## src/rename_pkg.sv

```systemverilog
/*
 * Shared sizes for the register-rename block: register files, rename
 * width, free-list pointers and checkpoint slots
 */

package rename_pkg;

  //////////////////////////////////////////////////
  // Rename group
  //////////////////////////////////////////////////

  // Instructions renamed per cycle
  localparam int RENAME_WIDTH = 2;

  //////////////////////////////////////////////////
  // Register files
  //////////////////////////////////////////////////

  localparam int ARF_SIZE       = 32;
  localparam int ARF_INDEX_SIZE = 5;

  localparam int PRF_SIZE       = 64;
  localparam int PRF_INDEX_SIZE = 6;

  // One extra bit tells a full list from an empty one
  localparam int FL_PTR_SIZE    = PRF_INDEX_SIZE + 1;

  //////////////////////////////////////////////////
  // Checkpoints
  //////////////////////////////////////////////////

  localparam int CP_COUNT       = 4;
  localparam int CP_INDEX_SIZE  = 2;

endpackage

```

## src/rename_map_table.sv

```systemverilog
/*
 * Architectural to physical mapping table with mapped bits, in-group
 * RAW/WAW forwarding and single-cycle recovery from a checkpoint copy
 */

module rename_map_table
  import rename_pkg::*;
(
  input  logic                                           clock,
  input  logic                                           reset,
  input  logic                                           recover,

  input  logic [RENAME_WIDTH-1:0]                        rd_valid,
  input  logic [RENAME_WIDTH-1:0][ARF_INDEX_SIZE-1:0]    rs1,
  input  logic [RENAME_WIDTH-1:0][ARF_INDEX_SIZE-1:0]    rs2,
  input  logic [RENAME_WIDTH-1:0][ARF_INDEX_SIZE-1:0]    rd,

  // Next free registers, in lane order
  input  logic [RENAME_WIDTH-1:0][PRF_INDEX_SIZE-1:0]    prf_out,

  // Snapshot selected for recovery
  input  logic [ARF_SIZE-1:0][PRF_INDEX_SIZE-1:0]        table_cp,
  input  logic [ARF_SIZE-1:0]                            mapped_cp,

  output logic [RENAME_WIDTH-1:0][PRF_INDEX_SIZE-1:0]    prs1,
  output logic [RENAME_WIDTH-1:0][PRF_INDEX_SIZE-1:0]    prs2,
  output logic [RENAME_WIDTH-1:0][PRF_INDEX_SIZE-1:0]    prd,
  output logic [RENAME_WIDTH-1:0][PRF_INDEX_SIZE-1:0]    prev_rd,
  output logic [RENAME_WIDTH-1:0]                        prev_rd_valid,

  // Current state, fed to the checkpoint storage
  output logic [ARF_SIZE-1:0][PRF_INDEX_SIZE-1:0]        table_state,
  output logic [ARF_SIZE-1:0]                            mapped_state
);

  logic [ARF_SIZE-1:0][PRF_INDEX_SIZE-1:0] table_q;
  logic [ARF_SIZE-1:0][PRF_INDEX_SIZE-1:0] table_next;
  logic [ARF_SIZE-1:0]                     mapped_q;
  logic [ARF_SIZE-1:0]                     mapped_next;

  //////////////////////////////////////////////////
  // Lane walk
  //////////////////////////////////////////////////

  // Each lane sees the table as left by the lanes before it.
  // Sources are read before the lane's own destination is written.
  always_comb begin
    table_next  = table_q;
    mapped_next = mapped_q;

    for (int i = 0; i < RENAME_WIDTH; i++) begin
      prs1[i]          = table_next[rs1[i]];
      prs2[i]          = table_next[rs2[i]];
      prd[i]           = '0;
      prev_rd[i]       = '0;
      prev_rd_valid[i] = 1'b0;

      if (rd_valid[i]) begin
        // Old mapping, possibly an earlier lane's prd (WAW)
        prev_rd[i]       = table_next[rd[i]];
        prev_rd_valid[i] = mapped_next[rd[i]];
        prd[i]           = prf_out[i];

        table_next[rd[i]]  = prf_out[i];
        mapped_next[rd[i]] = 1'b1;
      end
    end
  end

  //////////////////////////////////////////////////
  // State update
  //////////////////////////////////////////////////

  always_ff @(posedge clock) begin
    if (reset) begin
      table_q  <= '0;
      mapped_q <= '0;
    end else if (recover) begin
      // Renames in this cycle are dropped
      table_q  <= table_cp;
      mapped_q <= mapped_cp;
    end else begin
      table_q  <= table_next;
      mapped_q <= mapped_next;
    end
  end

  assign table_state  = table_q;
  assign mapped_state = mapped_q;

endmodule

```

## src/rename_free_list.sv

```systemverilog
/*
 * Circular free list of physical registers with per-checkpoint head copies
 */

module rename_free_list
  import rename_pkg::*;
(
  input  logic                                           clock,
  input  logic                                           reset,

  input  logic                                           check,
  input  logic                                           recover,
  input  logic [CP_INDEX_SIZE-1:0]                       check_idx,
  input  logic [CP_INDEX_SIZE-1:0]                       recover_idx,

  // One pop per requesting lane
  input  logic [RENAME_WIDTH-1:0]                        prf_req,

  // Registers returned by retirement
  input  logic [RENAME_WIDTH-1:0]                        retire_req,
  input  logic [RENAME_WIDTH-1:0][PRF_INDEX_SIZE-1:0]    retire_prf,

  output logic [RENAME_WIDTH-1:0][PRF_INDEX_SIZE-1:0]    prf_out,
  output logic                                           allocatable
);

  logic [PRF_INDEX_SIZE-1:0] fl_mem [PRF_SIZE];

  logic [FL_PTR_SIZE-1:0] head_ptr;
  logic [FL_PTR_SIZE-1:0] tail_ptr;
  logic [FL_PTR_SIZE-1:0] head_cp [CP_COUNT];

  // Slot indices without the wrap bit
  logic [RENAME_WIDTH-1:0][PRF_INDEX_SIZE-1:0] pop_ptr;
  logic [RENAME_WIDTH-1:0][PRF_INDEX_SIZE-1:0] push_ptr;
  logic [FL_PTR_SIZE-1:0]                      pop_count;
  logic [FL_PTR_SIZE-1:0]                      push_count;
  logic [FL_PTR_SIZE-1:0]                      free_count;

  // Lanes without a request take no slot, so later lanes move up
  always_comb begin
    pop_count  = '0;
    push_count = '0;
    for (int i = 0; i < RENAME_WIDTH; i++) begin
      pop_ptr[i]  = PRF_INDEX_SIZE'(head_ptr + pop_count);
      push_ptr[i] = PRF_INDEX_SIZE'(tail_ptr + push_count);
      if (prf_req[i]) begin
        pop_count = pop_count + FL_PTR_SIZE'(1);
      end
      if (retire_req[i]) begin
        push_count = push_count + FL_PTR_SIZE'(1);
      end
    end
  end

  always_comb begin
    for (int i = 0; i < RENAME_WIDTH; i++) begin
      prf_out[i] = fl_mem[pop_ptr[i]];
    end
  end

  assign free_count  = tail_ptr - head_ptr;
  assign allocatable = (free_count >= FL_PTR_SIZE'(RENAME_WIDTH));

  //////////////////////////////////////////////////
  // Storage and pointers
  //////////////////////////////////////////////////

  // Starts full with registers 0 to 63 in order
  always_ff @(posedge clock) begin
    if (reset) begin
      for (int i = 0; i < PRF_SIZE; i++) begin
        fl_mem[i] <= PRF_INDEX_SIZE'(i);
      end
    end else begin
      for (int i = 0; i < RENAME_WIDTH; i++) begin
        if (retire_req[i]) begin
          fl_mem[push_ptr[i]] <= retire_prf[i];
        end
      end
    end
  end

  // Tail keeps moving on recover, so retires there are kept
  always_ff @(posedge clock) begin
    if (reset) begin
      head_ptr <= '0;
      tail_ptr <= FL_PTR_SIZE'(PRF_SIZE);
    end else begin
      tail_ptr <= tail_ptr + push_count;
      if (recover) begin
        head_ptr <= head_cp[recover_idx];
      end else begin
        head_ptr <= head_ptr + pop_count;
      end
    end
  end

  // Head as it was before this cycle's pops
  always_ff @(posedge clock) begin
    if (reset) begin
      for (int i = 0; i < CP_COUNT; i++) begin
        head_cp[i] <= '0;
      end
    end else if (check) begin
      head_cp[check_idx] <= head_ptr;
    end
  end

endmodule

```

## src/rename_checkpoint.sv

```systemverilog
/*
 * Checkpoint slots holding copies of the mapping table and mapped bits
 */

module rename_checkpoint
  import rename_pkg::*;
(
  input  logic                                      clock,
  input  logic                                      reset,

  input  logic                                      check,
  input  logic [CP_INDEX_SIZE-1:0]                  check_idx,
  input  logic [CP_INDEX_SIZE-1:0]                  recover_idx,

  input  logic [ARF_SIZE-1:0][PRF_INDEX_SIZE-1:0]   table_in,
  input  logic [ARF_SIZE-1:0]                       mapped_in,

  output logic [ARF_SIZE-1:0][PRF_INDEX_SIZE-1:0]   table_out,
  output logic [ARF_SIZE-1:0]                       mapped_out
);

  logic [CP_COUNT-1:0][ARF_SIZE-1:0][PRF_INDEX_SIZE-1:0] cp_table;
  logic [CP_COUNT-1:0][ARF_SIZE-1:0]                     cp_mapped;

  // Snapshot of the registered state, taken before the cycle's renames
  always_ff @(posedge clock) begin
    if (reset) begin
      cp_table  <= '0;
      cp_mapped <= '0;
    end else if (check) begin
      cp_table[check_idx]  <= table_in;
      cp_mapped[check_idx] <= mapped_in;
    end
  end

  // Read side is combinational for one-cycle recovery
  assign table_out  = cp_table[recover_idx];
  assign mapped_out = cp_mapped[recover_idx];

endmodule

```

## src/rename_stage.sv

```systemverilog
/*
 * Rename stage top level: mapping table, free list and checkpoint storage
 */

module rename_stage
  import rename_pkg::*;
(
  input  logic                                           clock,
  input  logic                                           reset,

  input  logic                                           check,
  input  logic                                           recover,
  input  logic [CP_INDEX_SIZE-1:0]                       check_idx,
  input  logic [CP_INDEX_SIZE-1:0]                       recover_idx,

  input  logic [RENAME_WIDTH-1:0]                        rd_valid,
  input  logic [RENAME_WIDTH-1:0][ARF_INDEX_SIZE-1:0]    rs1,
  input  logic [RENAME_WIDTH-1:0][ARF_INDEX_SIZE-1:0]    rs2,
  input  logic [RENAME_WIDTH-1:0][ARF_INDEX_SIZE-1:0]    rd,

  input  logic [RENAME_WIDTH-1:0]                        retire_req,
  input  logic [RENAME_WIDTH-1:0][PRF_INDEX_SIZE-1:0]    retire_prf,

  output logic [RENAME_WIDTH-1:0][PRF_INDEX_SIZE-1:0]    prs1,
  output logic [RENAME_WIDTH-1:0][PRF_INDEX_SIZE-1:0]    prs2,
  output logic [RENAME_WIDTH-1:0][PRF_INDEX_SIZE-1:0]    prd,
  output logic [RENAME_WIDTH-1:0][PRF_INDEX_SIZE-1:0]    prev_rd,
  output logic [RENAME_WIDTH-1:0]                        prev_rd_valid,
  output logic                                           allocatable
);

  logic [RENAME_WIDTH-1:0][PRF_INDEX_SIZE-1:0] prf_out;
  logic [ARF_SIZE-1:0][PRF_INDEX_SIZE-1:0]     table_state;
  logic [ARF_SIZE-1:0]                         mapped_state;
  logic [ARF_SIZE-1:0][PRF_INDEX_SIZE-1:0]     table_cp;
  logic [ARF_SIZE-1:0]                         mapped_cp;

  rename_map_table rename_map_table_i (
    .clock         (clock),
    .reset         (reset),
    .recover       (recover),
    .rd_valid      (rd_valid),
    .rs1           (rs1),
    .rs2           (rs2),
    .rd            (rd),
    .prf_out       (prf_out),
    .table_cp      (table_cp),
    .mapped_cp     (mapped_cp),
    .prs1          (prs1),
    .prs2          (prs2),
    .prd           (prd),
    .prev_rd       (prev_rd),
    .prev_rd_valid (prev_rd_valid),
    .table_state   (table_state),
    .mapped_state  (mapped_state)
  );

  // Head snapshots live inside the free list
  rename_free_list rename_free_list_i (
    .clock       (clock),
    .reset       (reset),
    .check       (check),
    .recover     (recover),
    .check_idx   (check_idx),
    .recover_idx (recover_idx),
    .prf_req     (rd_valid),
    .retire_req  (retire_req),
    .retire_prf  (retire_prf),
    .prf_out     (prf_out),
    .allocatable (allocatable)
  );

  rename_checkpoint rename_checkpoint_i (
    .clock       (clock),
    .reset       (reset),
    .check       (check),
    .check_idx   (check_idx),
    .recover_idx (recover_idx),
    .table_in    (table_state),
    .mapped_in   (mapped_state),
    .table_out   (table_cp),
    .mapped_out  (mapped_cp)
  );

endmodule

```

## config.mk

```make
export PLATFORM = sky130hd
export DESIGN_NAME = rename_stage
export DESIGN_NICKNAME = d
export VERILOG_FILES = /design/src/rename_pkg.sv /design/src/rename_map_table.sv /design/src/rename_free_list.sv /design/src/rename_checkpoint.sv /design/src/rename_stage.sv
export SDC_FILE = /design/constraint.sdc
export NUM_CORES = 2
export LEC_CHECK = 0
export BUFFER_PORTS_ARGS = -buffer_cell sky130_fd_sc_hd__buf_2
export CAP_MARGIN = 15
export CORE_ASPECT_RATIO = 1.1
export CORE_MARGIN = 10
export CORE_UTILIZATION = 33
export DETAILED_ROUTE_END_ITERATION = 7
export PLACE_DENSITY = 0.51
export SYNTH_ARGS = -nofsm -noshare
export SYNTH_HDL_FRONTEND = slang
export SYNTH_SLANG_ARGS = --single-unit
export TNS_END_PERCENT = 5
```

## constraint.sdc

```tcl
create_clock -name clock -period 4.31 [get_ports clock]
set_clock_uncertainty 0.2 [all_clocks]
set_input_delay 0.6465 -clock clock [delete_from_list [all_inputs] [get_ports clock]]
set_output_delay 0.6465 -clock clock [all_outputs]
set_load 0.02 [all_outputs]
```

==> flow_metrics.py <==
metrics = {
    "timing": {
        "hold_viol_final": 0,
        "fin_crit_sh_pct": 139,
        "layout_min_cycle_time_ns": 6.00,
        "max_slew_margin_pct": 15.6,
        "fmax_mhz": 167,
        "rsz0062_at_grt": "true",
        "finalSetupViolCount": 64,
        "fin_ws_ns": -1.69,
        "tightest_slew_ns": 1.27,
        "slew_violations": 0,
    },
    "clocking": {
        "clkSinkCount": 1546,
        "htree_levels": 4,
        "clk_path_buf_depth": 4,
        "cts_tree": "built",
        "clock-root-buffer": "clkbuf_16",
        "clk_latency_ns": 0.89,
        "cts.clk_slew.worst_paths_ns": 0.06,
        "cts_buffers": 179,
    },
    "worst_setup_path": {
        "worstSetupEndpointType": "output port",
        "startpoint": "rename_free_list_i.head_ptr[0]$_SDFF_PP0_",
        "worst_ep_required_time_ns": 3.46,
        "worstPathArrival_ns": 5.15,
        "path_cells": "buf_12 > buf_6 > mux4_2 > a22o_1 > a211o_4 > o211ai_4 > and2_4 > buf_12 > a21oi_2 > mux4_2 > a2bb2oi_4 > o31a_1 > o211ai_1 > buf_4",
        "r2r_start": "rename_free_list_i.head_ptr[1]$_SDFF_PP0_",
        "crit_path_top_delay_cell": "mux4_2",
        "cp-start-kind": "register",
        "cp_max_fo": 6,
        "critPathKind": "register to output port",
        "max_stage_delay_ns": 0.51,
    },
    "logic_synthesis": {
        "ys_types": 95,
        "yosys_warnings": 0,
        "syn_area_sq_um": 83200,
        "synth_top_area_share_pct": 27.3,
        "yosysSeqAreaShare_pct": 42.2,
        "synth_edf_count": 412,
        "syn_nets": 8813,
        "ys_ff_latch": 1546,
        "ys_async_sr_fraction_pct": 0,
        "yosysMostFrequentCell": "nand2_1",
        "syn-instance-count": 8740,
        "synth_top_area_cell": "dfxtp_1",
        "synth.area.top_cells": "dfxtp_1, mux4_2, edfxtp_1",
        "ys.flop_type": "dfxtp_1",
        "synth_top_cells_by_count": "nand2_1, nor2_1, dfxtp_1, a21oi_1, clkbuf_1",
        "syn-mean-instance-area_sq_um": 9.52,
    },
    "min_path": {
        "hp-start": "retire_req[1]",
        "holdCritPathClass": "input port to register",
    },
    "job": {
        "maxCapViolations": 0,
    },
    "outcome": {
        "violations": "negative setup slack",
        "status": "complete, but fails checks",
    },
    "floorplanning": {
        "pin_count": 105,
        "die-width_um": 499,
        "die_area_sq_um": 273000,
        "core_area_sq_um": 251000,
        "die_h_um": 547,
        "start_util_pct": 33.1,
        "fp-row-count": 193,
    },
    "route": {
        "ant_nets": 0,
        "drt_pass1_iterations": 6,
        "drt-initial-drc-count": 9558,
        "route.detailed.drc": 0,
        "wire_per_inst_um": 34.1,
        "via_count": 79197,
        "avgViaCountPerCell": 6.09,
        "routed_wl_mm": 444,
    },
    "final_layout": {
        "design_area_sq_um": 105000,
        "finalNonFillerCells": 12996,
        "syn_to_final_growth_pct": 26.0,
        "utilization_pct": 41.7,
        "nets": 9615,
        "final_layout_size_suffix_gt1_share_pct": 29.0,
        "fillCellCount": 24399,
    },
    "place": {
        "hpwl_mm": 323,
        "place.gp.congestion": 1.04,
        "portBuffers": 104,
        "placed_cells": 12622,
        "placed_cell_area_sq_um": 96200,
    },
    "power_and_ir_drop": {
        "p_leak_nw": 36.8,
        "powerDensity_nw_per_um2": 362,
        "power_mw": 38.0,
        "vdd_drop_max_mv": 0.295,
    },
    "global_route": {
        "grt_max_degree": 179,
        "grt_pass1_vias": 76414,
        "grt_pass1_wl_mm": 612,
        "antenna_found_initial": 23,
        "grt_overflow": 0,
        "grt_usage_pct": 31.0,
    },
}
## cell type report
cell class                 instances  area, sq um  share of cell area [%]
inverter                          54          209                   0.199
antenna                            6         15.0                  0.0143
clock inverter                    71          925                   0.882
clock buffer                     243         5120                    4.88
sequential                      1546        35100                    33.5
multi-input combinational       6250        45900                    43.8
timing repair buffer            1511        13400                    12.8
tap                             3315         4150                    3.96
## logic make-up (layout without fill, tap and decap cells)
group                      count (synthesis)  in the layout  share of synthesized area [%]
and+or+nand+nor                         3010           3010                           14.7
AOI/OAI and AO/OA                       2341           2341                           17.9
DFF                                     1546           1546                           42.2
buffers and inverters                    944           1879                           4.60
muxes                                    862            862                           20.1
adders and majority gates                 19             19                          0.313
xor gates and xnor gates                  18             18                          0.189
other                                      0              6                              0
## worst max-delay path: cells and delay by family (launching register included)
family / cells / cell delay (ns)
mux: 2 / 1.02
compound gates: 7 / 1.74
buf+inv: 4 / 0.75
flops: 1 / 0.47
simple gates: 1 / 0.28
## layout by cell type (no fill, tap or decap), types with 21 or more instances in the layout
cell / netlist / layout
a211oi_1: 43 / 29
a21oi_1: 1072 / 977
a21oi_2: 7 / 91
a22o_1: 458 / 457
a22oi_1: 55 / 52
a31oi_1: 137 / 137
buf_12: 2 / 143
buf_2: 34 / 75
buf_4: 35 / 1218
buf_6: 9 / 49
clkbuf_1: 720 / 31
clkbuf_16: 0 / 186
clkbuf_8: 0 / 27
clkinv_2: 0 / 26
dfxtp_1: 1134 / 1132
edfxtp_1: 412 / 412
inv_1: 42 / 34
mux2_2: 83 / 72
mux2i_1: 142 / 134
mux4_2: 624 / 629
nand2_1: 1329 / 1327
nand2b_1: 21 / 21
nand3_1: 238 / 233
nor2_1: 1159 / 1128
nor2_2: 0 / 22
nor2b_1: 30 / 29
nor3_1: 102 / 88
o211ai_1: 49 / 49
o21ai_0: 242 / 220
o22ai_1: 34 / 27
o31ai_1: 56 / 53
## state kept, by name (all words and copies together), names as in the netlist
register,count
rename_free_list_i.head_cp,28
rename_checkpoint_i.cp_table,768
rename_map_table_i.table_state,192
rename_free_list_i.tail_ptr,7
rename_free_list_i.head_ptr,7
rename_checkpoint_i.cp_mapped,128
rename_free_list_i.fl_mem,384
rename_map_table_i.mapped_state,32
## power by group
| part | internal [mW] | switching [mW] |
|---|---|---|
| Combinational | 2.58 | 4.33 |
| Clock | 9.51 | 6.34 |
| Sequential | 15.0 | 0.188 |
## layer usage
metal,vias up,routed length (um),track usage (%)
li1,33868,-,-
met1,39838,170000,37.9
met2,4331,206000,50.8
met3,1142,34800,6.02
met4,18,33400,18.4
met5,-,120,0
## through the flow
step	setup slack (ns)	hold slack [ns]	TNS, ns
finish	-1.69	0.0791	-36.35
detailed placement	-1.32	0.243	-105.14
global route	-1.67	0.107	-42.41
global placement	-2.04	0.238	-100.22
CTS	-1.63	0.0348	-36.87
floorplan	-0.190	0.233	-0.646
## worst paths after layout
| path | slack (ns) | to | cells past startpoint |
|---|---|---|---|
| max | -1.69 | prs2[9] | 14 |
| min | 0.08 | rename_free_list_i.tail_ptr[0]$_SDFF_PP0_ | 4 |
| max reg2reg | -0.13 | rename_map_table_i.table_state[95]$_SDFF_PP0_ | 18 |
| min reg2reg | 0.25 | rename_checkpoint_i.cp_table[236]$_SDFFE_PP0P_ | 2 |
## timing repair
action	4_1_cts	5_1_grt
hold buffers	1	0
cloned	7	1
pin swaps	54	61
endpoints found under the hold margin	1	0
buffers inserted	43	9
endpoints found under the setup margin	185	142
resized for setup	274	181
Note: power is estimated with default switching activity, not from simulation.
